===== src/dc_cfg.svh =====
`ifndef DC_CFG_SVH
`define DC_CFG_SVH

// Physical address and data widths
`define DC_ADDR_W 32
`define DC_XLEN 64

// Request offset covers one 64-byte line
`define DC_OFFSET_W 6
`define DC_TAG_W (`DC_ADDR_W - `DC_OFFSET_W)

// Back-end depth in 64-bit words
`define DC_MEM_WORDS 64

// Cacheable byte range, everything above is uncacheable
`define DC_CACHEABLE_BASE 32'h0000_0000
`define DC_CACHEABLE_SIZE 32'h0000_0100

// Transaction and source ID widths
`define DC_TID_W 4
`define DC_SID_W 1

`endif


===== src/dc_pkg.sv =====
`include "dc_cfg.svh"

package dc_pkg;

  // Cache request opcodes
  typedef enum logic [3:0] {
    DC_OP_LOAD,
    DC_OP_STORE,
    DC_OP_AMO_LR,
    DC_OP_AMO_SC,
    DC_OP_AMO_SWAP,
    DC_OP_AMO_ADD,
    DC_OP_AMO_AND,
    DC_OP_AMO_OR,
    DC_OP_AMO_XOR,
    DC_OP_AMO_MAX,
    DC_OP_AMO_MAXU,
    DC_OP_AMO_MIN,
    DC_OP_AMO_MINU
  } dc_op_e;

  // AMO opcodes as the core encodes them
  typedef enum logic [3:0] {
    AMO_NONE = 4'b0000,
    AMO_LR   = 4'b0001,
    AMO_SC   = 4'b0010,
    AMO_SWAP = 4'b0011,
    AMO_ADD  = 4'b0100,
    AMO_AND  = 4'b0101,
    AMO_OR   = 4'b0110,
    AMO_XOR  = 4'b0111,
    AMO_MAX  = 4'b1000,
    AMO_MAXU = 4'b1001,
    AMO_MIN  = 4'b1010,
    AMO_MINU = 4'b1011
  } core_amo_e;

  typedef struct packed {
    logic uncacheable;
  } dc_pma_t;

  typedef struct packed {
    logic [`DC_OFFSET_W-1:0] addr_offset;
    logic [`DC_TAG_W-1:0]    addr_tag;
    logic [`DC_XLEN-1:0]     wdata;
    logic [`DC_XLEN/8-1:0]   be;
    logic [1:0]              size;
    dc_op_e                  op;
    logic [`DC_SID_W-1:0]    sid;
    logic [`DC_TID_W-1:0]    tid;
    logic                    need_rsp;
    dc_pma_t                 pma;
  } dc_req_t;

  typedef struct packed {
    logic [`DC_XLEN-1:0]  rdata;
    logic [`DC_SID_W-1:0] sid;
    logic [`DC_TID_W-1:0] tid;
  } dc_rsp_t;

  // All-ones tid marks the single AMO in flight
  localparam logic [`DC_TID_W-1:0] DC_AMO_TID = '1;

  // Source IDs of the two adapters
  localparam logic [`DC_SID_W-1:0] DC_SID_LOAD  = 1'b0;
  localparam logic [`DC_SID_W-1:0] DC_SID_STAMO = 1'b1;

  // Region check on the line-aligned address of a tag
  function automatic logic dc_is_uncacheable(input logic [`DC_TAG_W-1:0] tag);
    logic [`DC_ADDR_W-1:0] addr;
    addr = {tag, {`DC_OFFSET_W{1'b0}}};
    return !((addr >= `DC_CACHEABLE_BASE) &&
             (addr < (`DC_CACHEABLE_BASE + `DC_CACHEABLE_SIZE)));
  endfunction

endpackage


===== src/dc_port_if.sv =====
`timescale 1ns/1ps

interface dc_port_if;

  // Request channel
  logic             req_valid;
  logic             req_ready;
  dc_pkg::dc_req_t  req;
  logic             req_abort;

  // Response strobe, no back-pressure
  logic             rsp_valid;
  dc_pkg::dc_rsp_t  rsp;

  modport master (
    output req_valid,
    output req,
    output req_abort,
    input  req_ready,
    input  rsp_valid,
    input  rsp
  );

  modport slave (
    input  req_valid,
    input  req,
    input  req_abort,
    output req_ready,
    output rsp_valid,
    output rsp
  );

endinterface


===== src/dc_port_arbiter.sv =====
`timescale 1ns/1ps

module dc_port_arbiter (
  input  logic      clk_i,
  input  logic      rst_ni,
  dc_port_if.slave  hi,
  dc_port_if.slave  lo,
  dc_port_if.master out
);

  // Store/AMO side always wins
  assign out.req_valid = hi.req_valid | lo.req_valid;
  assign out.req       = hi.req_valid ? hi.req : lo.req;
  assign out.req_abort = ~hi.req_valid & lo.req_abort;

  assign hi.req_ready = out.req_ready;
  assign lo.req_ready = out.req_ready & ~hi.req_valid;

  // Responses steered back by source ID
  assign hi.rsp = out.rsp;
  assign lo.rsp = out.rsp;
  assign hi.rsp_valid = out.rsp_valid & (out.rsp.sid == dc_pkg::DC_SID_STAMO);
  assign lo.rsp_valid = out.rsp_valid & (out.rsp.sid == dc_pkg::DC_SID_LOAD);

endmodule


===== src/flat_wrapper.sv =====
// flat-port wrapper written by rule: the top's interface ports become plain ports
module dc_port_arbiter_flat 
  (clk_i, rst_ni, hi_req_valid, hi_req, hi_req_abort, hi_req_ready, hi_rsp_valid, hi_rsp, lo_req_valid, lo_req, lo_req_abort, lo_req_ready, lo_rsp_valid, lo_rsp, out_req_valid, out_req, out_req_abort, out_req_ready, out_rsp_valid, out_rsp);
  dc_port_if hi_i ();
  dc_port_if lo_i ();
  dc_port_if out_i ();
  input  logic clk_i;
  input  logic rst_ni;
  input wire logic [$bits(hi_i.req_valid)-1:0] hi_req_valid;
  input wire logic [$bits(hi_i.req)-1:0] hi_req;
  input wire logic [$bits(hi_i.req_abort)-1:0] hi_req_abort;
  output wire logic [$bits(hi_i.req_ready)-1:0] hi_req_ready;
  output wire logic [$bits(hi_i.rsp_valid)-1:0] hi_rsp_valid;
  output wire logic [$bits(hi_i.rsp)-1:0] hi_rsp;
  input wire logic [$bits(lo_i.req_valid)-1:0] lo_req_valid;
  input wire logic [$bits(lo_i.req)-1:0] lo_req;
  input wire logic [$bits(lo_i.req_abort)-1:0] lo_req_abort;
  output wire logic [$bits(lo_i.req_ready)-1:0] lo_req_ready;
  output wire logic [$bits(lo_i.rsp_valid)-1:0] lo_rsp_valid;
  output wire logic [$bits(lo_i.rsp)-1:0] lo_rsp;
  output wire logic [$bits(out_i.req_valid)-1:0] out_req_valid;
  output wire logic [$bits(out_i.req)-1:0] out_req;
  output wire logic [$bits(out_i.req_abort)-1:0] out_req_abort;
  input wire logic [$bits(out_i.req_ready)-1:0] out_req_ready;
  input wire logic [$bits(out_i.rsp_valid)-1:0] out_rsp_valid;
  input wire logic [$bits(out_i.rsp)-1:0] out_rsp;
  assign hi_i.req_valid = hi_req_valid;
  assign hi_i.req = hi_req;
  assign hi_i.req_abort = hi_req_abort;
  assign hi_req_ready = hi_i.req_ready;
  assign hi_rsp_valid = hi_i.rsp_valid;
  assign hi_rsp = hi_i.rsp;
  assign lo_i.req_valid = lo_req_valid;
  assign lo_i.req = lo_req;
  assign lo_i.req_abort = lo_req_abort;
  assign lo_req_ready = lo_i.req_ready;
  assign lo_rsp_valid = lo_i.rsp_valid;
  assign lo_rsp = lo_i.rsp;
  assign out_req_valid = out_i.req_valid;
  assign out_req = out_i.req;
  assign out_req_abort = out_i.req_abort;
  assign out_i.req_ready = out_req_ready;
  assign out_i.rsp_valid = out_rsp_valid;
  assign out_i.rsp = out_rsp;
  dc_port_arbiter u_core (.clk_i(clk_i), .rst_ni(rst_ni), .hi(hi_i), .lo(lo_i), .out(out_i));
endmodule

===== config.mk =====
export PLATFORM = sky130hd
export DESIGN_NAME = dc_port_arbiter_flat
export DESIGN_NICKNAME = d
export VERILOG_FILES = /design/src/dc_pkg.sv /design/src/dc_port_if.sv /design/src/dc_port_arbiter.sv /design/src/flat_wrapper.sv
export VERILOG_INCLUDE_DIRS = /design/src
export SDC_FILE = /design/constraint.sdc
export NUM_CORES = 1
export LEC_CHECK = 0
export BUFFER_PORTS_ARGS = -buffer_cell sky130_fd_sc_hd__buf_4
export CAP_MARGIN = 40
export CORE_AREA = 4 4 218 220
export DETAILED_ROUTE_END_ITERATION = 8
export DIE_AREA = 0 0 222 224
export PLACE_DENSITY = 0.39
export SLEW_MARGIN = 20
export SYNTH_ARGS = -nofsm -noshare
export SYNTH_HDL_FRONTEND = slang
export SYNTH_SLANG_ARGS = --single-unit

===== constraint.sdc =====
create_clock -name vclk -period 1.3
set_input_delay 0.195 -clock vclk [all_inputs]
set_output_delay 0.195 -clock vclk [all_outputs]
set_load 0.01 [all_outputs]

==> results.json <==
{
  "outcome": "finished clean",
  "drt_pre_antenna_iters": 4,
  "min_path_type": "primary input to primary output",
  "number_of_antenna_violations_at_the_first_check_in_global_routing": 0,
  "crit_slowest_cell": "sky130_fd_sc_hd__mux2_2",
  "grt_start_max_net_pins": 20,
  "design.core.area_sq_um": 45300,
  "ant_nets": 0,
  "yosysSeqAreaShare_pct": 0,
  "gpl.final_weighted_congestion": 0.866,
  "cp_slowest_stage_delay_ns": 0.39,
  "required_ns": 1.11,
  "detail_route.vias_per_cell": 2.60,
  "regArea_sq_um": 0,
  "share_of_the_clock_period_used_by_the_worst_path_pct": 95.9,
  "synth.cell_area_sq_um": 2530,
  "port_bufs": 365,
  "path_max_fanout": 10,
  "synth.lib_cells_used.distinct": 7,
  "yosys_warnings": 0,
  "grt_usage_pct": 6.32,
  "layout.sequential_cells": 0,
  "die_area_sq_um": 49700,
  "synth_area_per_cell_sq_um": 9.22,
  "report.final.hold_viol_count": 0,
  "post-route-min-period_ns": 1.25,
  "worst_slew_pin_slew_ns": 0.133,
  "io_pins": 572,
  "grt_pass1_vias": 3043,
  "vias": 2860,
  "worst_slack_ns": 0.0529,
  "total_power_mw": 1.80,
  "rsz0062_at_grt": "no",
  "p_per_area_nw_per_um2": 353,
  "wl_per_cell_um": 16.5,
  "cts_setup_buffers": 0,
  "minimum_hold_slack_ns": 0.390,
  "maxSlewViolCount": 0,
  "drt_iter0_drc": 36,
  "antenna_cell_count": 0,
  "num_rows": 78,
  "hold_path_stages": 0,
  "finalNetCount": 813,
  "power.static_leakage_nw": 2.36,
  "path_common_cell": "sky130_fd_sc_hd__buf_16",
  "clkbuf_count": 0,
  "dieHeight_um": 224,
  "global_route_overflow": 0,
  "placement_stage_worst_setup_slack_ns": -0.159,
  "worst_setup_path_end_kind": "primary output",
  "max-vdd-ir-drop_mv": 0.100,
  "layout-area-overhead-vs-synth_pct": 102,
  "maxCapViolCount": 0,
  "detailedPlacementHpwl_um": 15700,
  "cp_cell_sequence": "buf_16 -> buf_16 -> mux2_2 -> buf_4",
  "path_class": "primary input to primary output",
  "relSlewSlack_pct": 91.1,
  "syn-num-nets": 585,
  "grt_pass1_wl_um": 22900,
  "finalCoreUtilization_pct": 11.3,
  "die_width_um": 222,
  "setup_tns_ns": 0,
  "floorplan.initialDensity_pct": 5.58,
  "number_of_instances_in_the_synthesized_netlist": 274,
  "finalSetupViolCount": 0,
  "crit_path_start_kind": "primary input",
  "cp_data_arrival_time_ns": 1.05,
  "route.detailed.drc": 0,
  "drive_gt1_share_pct": 99.2,
  "wirelength_um": 18100,
  "fmaxAchievable_mhz": 802
}
## through the flow
| step | instance area, sq um | cells |
|---|---|---|
| after detailed placement | 4920 | 1095 |
| final | 5110 | 1100 |
| after floorplan | 2530 | 274 |
| after global placement | 4920 | 1095 |
| after CTS | 5040 | 1098 |
| after global routing | 5110 | 1100 |
## area by class of cell
type	count	area [sq um]
multi-input cells	122	1350
well taps	600	751
fillers	5245	40200
repair buffers	378	3010
## power by group
part	internal, mW	switching, mW
Combinational	1.14	0.663
Sequential	0	0
Clock	0	0
## Yosys cell counts
cell,count,area share [%]
sky130_fd_sc_hd__buf_6,11,4.9
sky130_fd_sc_hd__or2_2,1,0.25
sky130_fd_sc_hd__buf_2,2,0.40
sky130_fd_sc_hd__nor2b_1,3,0.74
sky130_fd_sc_hd__buf_4,139,41
sky130_fd_sc_hd__and2_1,1,0.25
sky130_fd_sc_hd__mux2_2,117,52
## logic make-up after synthesis
family                 count (synthesis)  synth area share [%]
muxes                                117                  52.2
buffers and inverters                152                  46.6
and+or+nand+nor                        5                  1.24
## placed cells by master, fill, tap and decap left out, drive strengths merged
| master | n |
|---|---|
| buf | 376 |
| mux2 | 117 |
| nor2b | 3 |
| clkbuf | 2 |
| or2 | 1 |
| and2 | 1 |
## metal layers
layer  track usage [%]  wire length [um]  vias to the layer above
met1              6.38              5940                     1231
met3              2.67              2360                       54
met2              11.2              8810                      329
li1                  -                 -                     1246
met4              3.12              1020                        0
met5                 0                 0                        -
## repair_timing
action | 4_1_cts | 5_1_grt
setup endpoints to repair | 112 | 60
hold buffers | 0 | 0
gates cloned | 3 | 2
resized for setup | 10 | 4
## final timing paths
path	startpoint	to	slack [ns]
worst max-delay path	hi_req_valid	out_req[69]	0.05
worst min-delay path	out_rsp[36]	hi_rsp[36]	0.39
## critical path, delay by kind of cell
family / cells / cell delay (ns)
buffers and inverters: 3 / 0.44
multiplexers: 1 / 0.39
No activity file was read; power rests on OpenSTA's default activity.
