File: config.mk
export PLATFORM = sky130hd
export DESIGN_NAME = store_amo_port_adapter_flat
export DESIGN_NICKNAME = d
export VERILOG_FILES = /design/src/dc_pkg.sv /design/src/dc_port_if.sv /design/src/store_amo_port_adapter.sv /design/src/flat_wrapper.sv
export VERILOG_INCLUDE_DIRS = /design/src
export SDC_FILE = /design/constraint.sdc
export NUM_CORES = 1
export LEC_CHECK = 0
export ABC_AREA = 1
export BUFFER_PORTS_ARGS = -buffer_cell sky130_fd_sc_hd__buf_2
export CAP_MARGIN = 20
export CORE_AREA = 2 2 193 195
export CTS_CLUSTER_SIZE = 25
export DETAILED_ROUTE_END_ITERATION = 8
export DIE_AREA = 0 0 195 197
export SETUP_SLACK_MARGIN = 0.15
export SLEW_MARGIN = 15
export SYNTH_ARGS = -nofsm -noshare
export SYNTH_HDL_FRONTEND = slang
export SYNTH_SLANG_ARGS = --single-unit
File: constraint.sdc
create_clock -name clk_i -period 2.07 [get_ports clk_i]
set_input_delay 0.1035 -clock clk_i [delete_from_list [all_inputs] [get_ports clk_i]]
set_output_delay 0.1035 -clock clk_i [all_outputs]
set_load 0.01 [all_outputs]
File: src/dc_cfg.svh
`ifndef DC_CFG_SVH
`define DC_CFG_SVH

// Physical address and data widths
`define DC_ADDR_W 32
`define DC_XLEN 64

// Request offset covers one 64-byte line
`define DC_OFFSET_W 6
`define DC_TAG_W (`DC_ADDR_W - `DC_OFFSET_W)

// Back-end depth in 64-bit words
`define DC_MEM_WORDS 64

// Cacheable byte range, everything above is uncacheable
`define DC_CACHEABLE_BASE 32'h0000_0000
`define DC_CACHEABLE_SIZE 32'h0000_0100

// Transaction and source ID widths
`define DC_TID_W 4
`define DC_SID_W 1

`endif

File: src/dc_pkg.sv
`include "dc_cfg.svh"

package dc_pkg;

  // Cache request opcodes
  typedef enum logic [3:0] {
    DC_OP_LOAD,
    DC_OP_STORE,
    DC_OP_AMO_LR,
    DC_OP_AMO_SC,
    DC_OP_AMO_SWAP,
    DC_OP_AMO_ADD,
    DC_OP_AMO_AND,
    DC_OP_AMO_OR,
    DC_OP_AMO_XOR,
    DC_OP_AMO_MAX,
    DC_OP_AMO_MAXU,
    DC_OP_AMO_MIN,
    DC_OP_AMO_MINU
  } dc_op_e;

  // AMO opcodes as the core encodes them
  typedef enum logic [3:0] {
    AMO_NONE = 4'b0000,
    AMO_LR   = 4'b0001,
    AMO_SC   = 4'b0010,
    AMO_SWAP = 4'b0011,
    AMO_ADD  = 4'b0100,
    AMO_AND  = 4'b0101,
    AMO_OR   = 4'b0110,
    AMO_XOR  = 4'b0111,
    AMO_MAX  = 4'b1000,
    AMO_MAXU = 4'b1001,
    AMO_MIN  = 4'b1010,
    AMO_MINU = 4'b1011
  } core_amo_e;

  typedef struct packed {
    logic uncacheable;
  } dc_pma_t;

  typedef struct packed {
    logic [`DC_OFFSET_W-1:0] addr_offset;
    logic [`DC_TAG_W-1:0]    addr_tag;
    logic [`DC_XLEN-1:0]     wdata;
    logic [`DC_XLEN/8-1:0]   be;
    logic [1:0]              size;
    dc_op_e                  op;
    logic [`DC_SID_W-1:0]    sid;
    logic [`DC_TID_W-1:0]    tid;
    logic                    need_rsp;
    dc_pma_t                 pma;
  } dc_req_t;

  typedef struct packed {
    logic [`DC_XLEN-1:0]  rdata;
    logic [`DC_SID_W-1:0] sid;
    logic [`DC_TID_W-1:0] tid;
  } dc_rsp_t;

  // All-ones tid marks the single AMO in flight
  localparam logic [`DC_TID_W-1:0] DC_AMO_TID = '1;

  // Source IDs of the two adapters
  localparam logic [`DC_SID_W-1:0] DC_SID_LOAD  = 1'b0;
  localparam logic [`DC_SID_W-1:0] DC_SID_STAMO = 1'b1;

  // Region check on the line-aligned address of a tag
  function automatic logic dc_is_uncacheable(input logic [`DC_TAG_W-1:0] tag);
    logic [`DC_ADDR_W-1:0] addr;
    addr = {tag, {`DC_OFFSET_W{1'b0}}};
    return !((addr >= `DC_CACHEABLE_BASE) &&
             (addr < (`DC_CACHEABLE_BASE + `DC_CACHEABLE_SIZE)));
  endfunction

endpackage

File: src/dc_port_if.sv
`timescale 1ns/1ps

interface dc_port_if;

  // Request channel
  logic             req_valid;
  logic             req_ready;
  dc_pkg::dc_req_t  req;
  logic             req_abort;

  // Response strobe, no back-pressure
  logic             rsp_valid;
  dc_pkg::dc_rsp_t  rsp;

  modport master (
    output req_valid,
    output req,
    output req_abort,
    input  req_ready,
    input  rsp_valid,
    input  rsp
  );

  modport slave (
    input  req_valid,
    input  req,
    input  req_abort,
    output req_ready,
    output rsp_valid,
    output rsp
  );

endinterface

File: src/store_amo_port_adapter.sv
`timescale 1ns/1ps
`include "dc_cfg.svh"

module store_amo_port_adapter (
  input  logic                  clk_i,
  input  logic                  rst_ni,
  // Store port
  input  logic                  st_req_i,
  input  logic [`DC_ADDR_W-1:0] st_addr_i,
  input  logic [`DC_XLEN-1:0]   st_wdata_i,
  input  logic [`DC_XLEN/8-1:0] st_be_i,
  input  logic [1:0]            st_size_i,
  output logic                  st_gnt_o,
  // AMO port
  input  logic                  amo_req_i,
  input  dc_pkg::core_amo_e     amo_op_i,
  input  logic [1:0]            amo_size_i,
  input  logic [`DC_XLEN-1:0]   amo_operand_a_i,
  input  logic [`DC_XLEN-1:0]   amo_operand_b_i,
  output logic                  amo_ack_o,
  output logic [`DC_XLEN-1:0]   amo_result_o,
  dc_port_if.master             cache
);

  logic [`DC_ADDR_W-1:0] amo_addr;
  logic [`DC_ADDR_W-1:0] req_addr;
  dc_pkg::dc_op_e        amo_op;
  logic                  amo_is_word;
  logic                  amo_is_hi;
  logic [`DC_XLEN-1:0]   amo_data;
  logic [`DC_XLEN/8-1:0] amo_be;
  logic                  amo_sel;
  logic                  amo_pending_q;
  logic                  rsp_word_q;
  logic                  rsp_hi_q;
  logic [31:0]           rsp_half;

  assign amo_addr    = amo_operand_a_i[`DC_ADDR_W-1:0];
  assign amo_is_word = (amo_size_i == 2'b10);
  assign amo_is_hi   = amo_addr[2];

  // Core AMO encoding to cache opcode
  always_comb begin
    case (amo_op_i)
      dc_pkg::AMO_LR:   amo_op = dc_pkg::DC_OP_AMO_LR;
      dc_pkg::AMO_SC:   amo_op = dc_pkg::DC_OP_AMO_SC;
      dc_pkg::AMO_SWAP: amo_op = dc_pkg::DC_OP_AMO_SWAP;
      dc_pkg::AMO_ADD:  amo_op = dc_pkg::DC_OP_AMO_ADD;
      dc_pkg::AMO_AND:  amo_op = dc_pkg::DC_OP_AMO_AND;
      dc_pkg::AMO_OR:   amo_op = dc_pkg::DC_OP_AMO_OR;
      dc_pkg::AMO_XOR:  amo_op = dc_pkg::DC_OP_AMO_XOR;
      dc_pkg::AMO_MAX:  amo_op = dc_pkg::DC_OP_AMO_MAX;
      dc_pkg::AMO_MAXU: amo_op = dc_pkg::DC_OP_AMO_MAXU;
      dc_pkg::AMO_MIN:  amo_op = dc_pkg::DC_OP_AMO_MIN;
      dc_pkg::AMO_MINU: amo_op = dc_pkg::DC_OP_AMO_MINU;
      default:          amo_op = dc_pkg::DC_OP_LOAD;
    endcase
  end

  // Word data goes to both halves, the byte enable picks one
  assign amo_data = amo_is_word ? {2{amo_operand_b_i[31:0]}} : amo_operand_b_i;
  assign amo_be   = (amo_is_word && amo_is_hi) ? 8'hf0 :
                    amo_is_word                ? 8'h0f : 8'hff;

  // Only one AMO at a time
  assign amo_sel  = amo_req_i & ~amo_pending_q;
  assign req_addr = amo_sel ? amo_addr : st_addr_i;

  assign cache.req_valid        = st_req_i | amo_sel;
  assign cache.req.addr_offset  = req_addr[`DC_OFFSET_W-1:0];
  assign cache.req.addr_tag     = req_addr[`DC_ADDR_W-1:`DC_OFFSET_W];
  assign cache.req.wdata        = amo_sel ? amo_data : st_wdata_i;
  assign cache.req.be           = amo_sel ? amo_be : st_be_i;
  assign cache.req.size         = amo_sel ? amo_size_i : st_size_i;
  assign cache.req.op           = amo_sel ? amo_op : dc_pkg::DC_OP_STORE;
  assign cache.req.sid          = dc_pkg::DC_SID_STAMO;
  assign cache.req.tid          = amo_sel ? dc_pkg::DC_AMO_TID : '0;
  assign cache.req.need_rsp     = amo_sel;
  assign cache.req.pma.uncacheable =
      dc_pkg::dc_is_uncacheable(req_addr[`DC_ADDR_W-1:`DC_OFFSET_W]);
  assign cache.req_abort        = 1'b0;

  assign st_gnt_o = st_req_i & cache.req_ready & ~amo_sel;

  // Pending from transfer until ack
  always_ff @(posedge clk_i or negedge rst_ni) begin
    if (!rst_ni) begin
      amo_pending_q <= 1'b0;
    end else if (amo_sel && cache.req_ready) begin
      amo_pending_q <= 1'b1;
    end else if (amo_ack_o) begin
      amo_pending_q <= 1'b0;
    end
  end

  // Half-select of the result, kept in case the core moves its operands
  always_ff @(posedge clk_i) begin
    if (amo_sel && cache.req_ready) begin
      rsp_word_q <= amo_is_word;
      rsp_hi_q   <= amo_is_hi;
    end
  end

  assign amo_ack_o = cache.rsp_valid & amo_pending_q & (cache.rsp.tid == dc_pkg::DC_AMO_TID);
  assign rsp_half  = rsp_hi_q ? cache.rsp.rdata[63:32] : cache.rsp.rdata[31:0];

  // Word results are sign-extended
  assign amo_result_o = rsp_word_q ? {{32{rsp_half[31]}}, rsp_half} : cache.rsp.rdata;

endmodule

File: src/flat_wrapper.sv
// flat-port wrapper written by rule: the top's interface ports become plain ports
module store_amo_port_adapter_flat 
  (clk_i, rst_ni, st_req_i, st_addr_i, st_wdata_i, st_be_i, st_size_i, st_gnt_o, amo_req_i, amo_op_i, amo_size_i, amo_operand_a_i, amo_operand_b_i, amo_ack_o, amo_result_o, cache_req_valid, cache_req, cache_req_abort, cache_req_ready, cache_rsp_valid, cache_rsp);
  dc_port_if cache_i ();
  input  logic clk_i;
  input  logic rst_ni;
  input  logic st_req_i;
  input  logic [`DC_ADDR_W-1:0] st_addr_i;
  input  logic [`DC_XLEN-1:0] st_wdata_i;
  input  logic [`DC_XLEN/8-1:0] st_be_i;
  input  logic [1:0] st_size_i;
  output logic st_gnt_o;
  input  logic amo_req_i;
  input  dc_pkg::core_amo_e amo_op_i;
  input  logic [1:0] amo_size_i;
  input  logic [`DC_XLEN-1:0] amo_operand_a_i;
  input  logic [`DC_XLEN-1:0] amo_operand_b_i;
  output logic amo_ack_o;
  output logic [`DC_XLEN-1:0] amo_result_o;
  output wire logic [$bits(cache_i.req_valid)-1:0] cache_req_valid;
  output wire logic [$bits(cache_i.req)-1:0] cache_req;
  output wire logic [$bits(cache_i.req_abort)-1:0] cache_req_abort;
  input wire logic [$bits(cache_i.req_ready)-1:0] cache_req_ready;
  input wire logic [$bits(cache_i.rsp_valid)-1:0] cache_rsp_valid;
  input wire logic [$bits(cache_i.rsp)-1:0] cache_rsp;
  assign cache_req_valid = cache_i.req_valid;
  assign cache_req = cache_i.req;
  assign cache_req_abort = cache_i.req_abort;
  assign cache_i.req_ready = cache_req_ready;
  assign cache_i.rsp_valid = cache_rsp_valid;
  assign cache_i.rsp = cache_rsp;
  store_amo_port_adapter u_core (.clk_i(clk_i), .rst_ni(rst_ni), .st_req_i(st_req_i), .st_addr_i(st_addr_i), .st_wdata_i(st_wdata_i), .st_be_i(st_be_i), .st_size_i(st_size_i), .st_gnt_o(st_gnt_o), .amo_req_i(amo_req_i), .amo_op_i(amo_op_i), .amo_size_i(amo_size_i), .amo_operand_a_i(amo_operand_a_i), .amo_operand_b_i(amo_operand_b_i), .amo_ack_o(amo_ack_o), .amo_result_o(amo_result_o), .cache(cache_i));
endmodule
==> reports/metrics.yaml <==
outcome:
  status: "complete, no violations"
yosys:
  netlist.top_cell.by_area: "nor2_1"
  synth_xor_area_frac: 0
  avgSynthCellArea_um2: 4.401
  syn_inst: 578
  synthMuxAreaShare: 0
  synth_nets: 896
  synthAdderAreaFrac: 0.01476
  synthesis.area_um2: 2544
  synth_seq_area_share: 0.03345
  ys_warn_count: 0
  synth_top_family_by_area: "simple AND/OR/NAND/NOR gates"
  synth_top_area_frac: 0.3069
  synth_compound_area_frac: 0.2169
  synth_seq_cells: 3
  synth_simple_gate_area_frac: 0.5701
  synth.distinct_cells: 23
  ys_top_cells_by_area: "nor2_1, nand2_1, o21ai_0"
sta:
  setup_viol: 0
  rsz0062_at_grt: "yes"
  worstMarginPinSlew_ns: 0.8525
  maxSlewViolCount: 0
  fin_setup_tns_ns: 0
  max_freq_mhz: 535.0
  clock_skew_ns: 0.002811
  final_min_period_over_clock_period: 0.9030
  fin_hold_ws_ns: 0.1837
  hold_viol_final: 0
  slew_headroom: 0.4257
  period_needed_ns: 1.869
pwr:
  p_leak_nw: 3.343
  power_w: 0.003085
  internal_power_w: 0.001409
  p_per_area_nw_per_um2: 546.9
  swShare: 0.5432
  combPwrFrac: 0.869
  switching_power_w: 0.001675
  pwr-share-clk: 0.100
  peakVddDrop_mv: 0.2625
  p_seq_frac: 0.031
hold_path:
  worst_hold_startpoint: "amo_operand_a_i[2]"
  worstHoldEndpoint: "u_core.rsp_hi_q"
  worstHoldPathCells: 1
  min_path_type: "input pin to flip-flop"
worst_setup_path:
  crit_chain: "clkinv_4 > buf_6 > nand3_1 > nand2_1 > nor2_1 > nand2_1 > nor2_2 > nand3_1 > buf_2"
  arrival_ns: 1.77
  reg2reg_from: "u_core.amo_pending_q"
  endpoint_kind: "output pin"
  crit_fanout: 14
  rr_endpoint: "u_core.rsp_word_q"
  r2r_cells: 4
  worst_setup_path_start_kind: "flip-flop"
  required_ns: 1.97
  crit_slowest_cell: "dfrtp_2"
  crit_family: "simple AND/OR/NAND/NOR gates"
  cpPeakStageDelay_ns: 0.41
  worst-path-buf-inv: 3
  r2r_slack_ns: 0.59
  critPathKind: "flip-flop to output pin"
grt:
  grt_pass1_vias: 4937
  grt_usage: 0.08706
  antenna_found_initial: 1
  grt_max_degree: 38
  grt_pass1_wl_mm: 26.26
  grt_overflow_total: 0
detailed_routing:
  drc: 0
  wl_met1_mm: 6.954
  ant_nets: 0
  top_layer_used: "met4"
  drt-total-wl_mm: 18.55
  wire_per_inst_um: 12.37
  drtIter0Drc: 137
  dr_wl_met3_mm: 1.365
  dr.pass1.iters: 4
  wl_met2_mm: 9.330
  num_vias: 5345
  vias_per_cell: 3.566
placement:
  post_dp_cell_area_um2: 5438
  io_buffers: 464
  globalplace.congestion: 0.8568
  hpwl_mm: 15.74
cts:
  clkSlewWorstSetupHoldPaths_ns: 0.03
  clk_latency_ns: 0.22
  cts_num_sinks: 3
  cts_buffers: 3
  clk_path_buf_depth: 2
  cts_root_buffer: "clkbuf_16"
  h-tree-depth: 1
  cts_tree: "done"
die:
  fp.dieH_um: 197
  die_width_um: 195
  start_util: 0.07015
  ios: 500
  num_rows: 70
  fp.coreArea_um2: 36260
  fp.dieArea_um2: 38420
run:
  cap_violations: 0
cells_and_area:
  drive_gt1_frac: 0.4961
  stdcell_area_um2: 5640
  synthToLayoutAreaGrowth_pct: 121.7
  layout.nets: 1349
## layer usage
metal,vias up,GRT usage
met4,0,0.03958
met1,2274,0.09835
met3,36,0.009925
li1,2693,-
met5,-,0
met2,342,0.1635
## stage by stage
step,instances,worst slack (ns),utilization
floorplan,578,0.5856,-
global placement,1488,0.1760,0.1500
detailed placement,1488,0.1324,0.1500
CTS,1495,0.1542,0.1536
global route,1499,0.09559,0.1556
finish,1499,0.2009,0.1556
## cell usage in the layout, fill, tap and decap left out
master | Yosys | final
buf_2 | 11 | 464
nor2_1 | 208 | 201
nand2_1 | 145 | 143
o21ai_0 | 71 | 71
inv_1 | 39 | 39
a21oi_1 | 33 | 33
buf_4 | 16 | 19
nand3_1 | 14 | 14
nor2_2 | 0 | 6
buf_12 | 0 | 5
nor2_4 | 3 | 4
nor3_1 | 3 | 3
nand2_4 | 0 | 3
ha_1 | 3 | 3
clkbuf_16 | 0 | 3
buf_6 | 1 | 3
conb_1 | 2 | 2
edfxtp_1 | 2 | 2
diode_2 | 0 | 1
clkinv_4 | 0 | 1
nand2_8 | 0 | 1
inv_2 | 2 | 1
clkinv_1 | 1 | 1
o211a_1 | 1 | 1
o31ai_1 | 1 | 1
o211ai_1 | 1 | 1
nand4_1 | 1 | 1
o22ai_1 | 1 | 1
clkbuf_1 | 18 | 1
dlygate4sd3_1 | 0 | 1
dfrtp_2 | 0 | 1
## sequential cells by signal, indices dropped and copies added (netlist names)
| name | flops |
|---|---|
| u_core.amo_pending_q | 1 |
| u_core.rsp_hi_q | 1 |
| u_core.rsp_word_q | 1 |
## worst reg2reg max path: stages (launching register included)
cell	delay [ns]
dfrtp_2	0.44
clkinv_4	0.12
nand2_4	0.19
buf_4	0.26
nor2_1	0.17
## repair_timing
action | CTS | global route
cloned | 1 | 1
pin swaps | 3 | 2
buffers inserted | 1 | 2
endpoints found under the hold margin | 1 | 0
hold buffers | 1 | 0
endpoints found under the setup margin | 37 | 41
gates resized for setup | 7 | 9
## logic make-up (layout without fill, tap and decap cells)
logic type | count (synthesis) | after routing
AO/OA/AOI/OAI | 108 | 108
adder cells (fa/ha/maj) | 3 | 3
buffers and inverters | 88 | 538
flip-flops | 3 | 3
other | 2 | 3
AND/OR/NAND/NOR | 374 | 376
## power groups by stage
stage / registers (W) / clock network (W) / logic [W]
2_1_floorplan: 0.0000876 / 0 / 0.00136
3_3_place_gp: 0.0000893 / 0 / 0.00259
6_report: 0.0000961 / 0.000307 / 0.00268
3_5_place_dp: 0.0000897 / 0 / 0.00260
4_1_cts: 0.0000919 / 0.000314 / 0.00266
5_1_grt: 0.0000986 / 0.000327 / 0.00297
## final cells by class
cell class / instances / area, µm²
diodes: 1 / 2.502
clock buffers: 4 / 78.83
fillers: 4254 / 30620
inverters: 42 / 162.7
multi-input cells: 489 / 2116
flip-flops and latches: 3 / 86.33
well taps: 468 / 585.6
repair buffers: 492 / 2609
## worst max path at each step
| stage | startpoint | endpoint | slack (ns) | cells past startpoint |
|---|---|---|---|---|
| global placement | u_core.amo_pending_q | cache_req[62] | 0.18 | 8 |
| detailed placement | u_core.amo_pending_q | cache_req[80] | 0.13 | 8 |
| global route | u_core.amo_pending_q | cache_req[73] | 0.1 | 8 |
| floorplan | u_core.amo_pending_q | u_core.rsp_hi_q | 0.59 | 6 |
| finish | u_core.amo_pending_q | cache_req[0] | 0.20 | 9 |
| CTS | u_core.amo_pending_q | cache_req[80] | 0.15 | 8 |
## Yosys cell counts (all sizes together)
master / number
o211ai: 1
o211a: 1
o31ai: 1
nand3: 14
edfxtp: 2
nor2: 211
o21ai: 71
conb: 2
buf: 28
ha: 3
nor3: 3
a21oi: 33
clkbuf: 18
clkinv: 1
nand4: 1
inv: 41
dfrtp: 1
nand2: 145
o22ai: 1
Note: power is estimated with default switching activity, not from simulation.
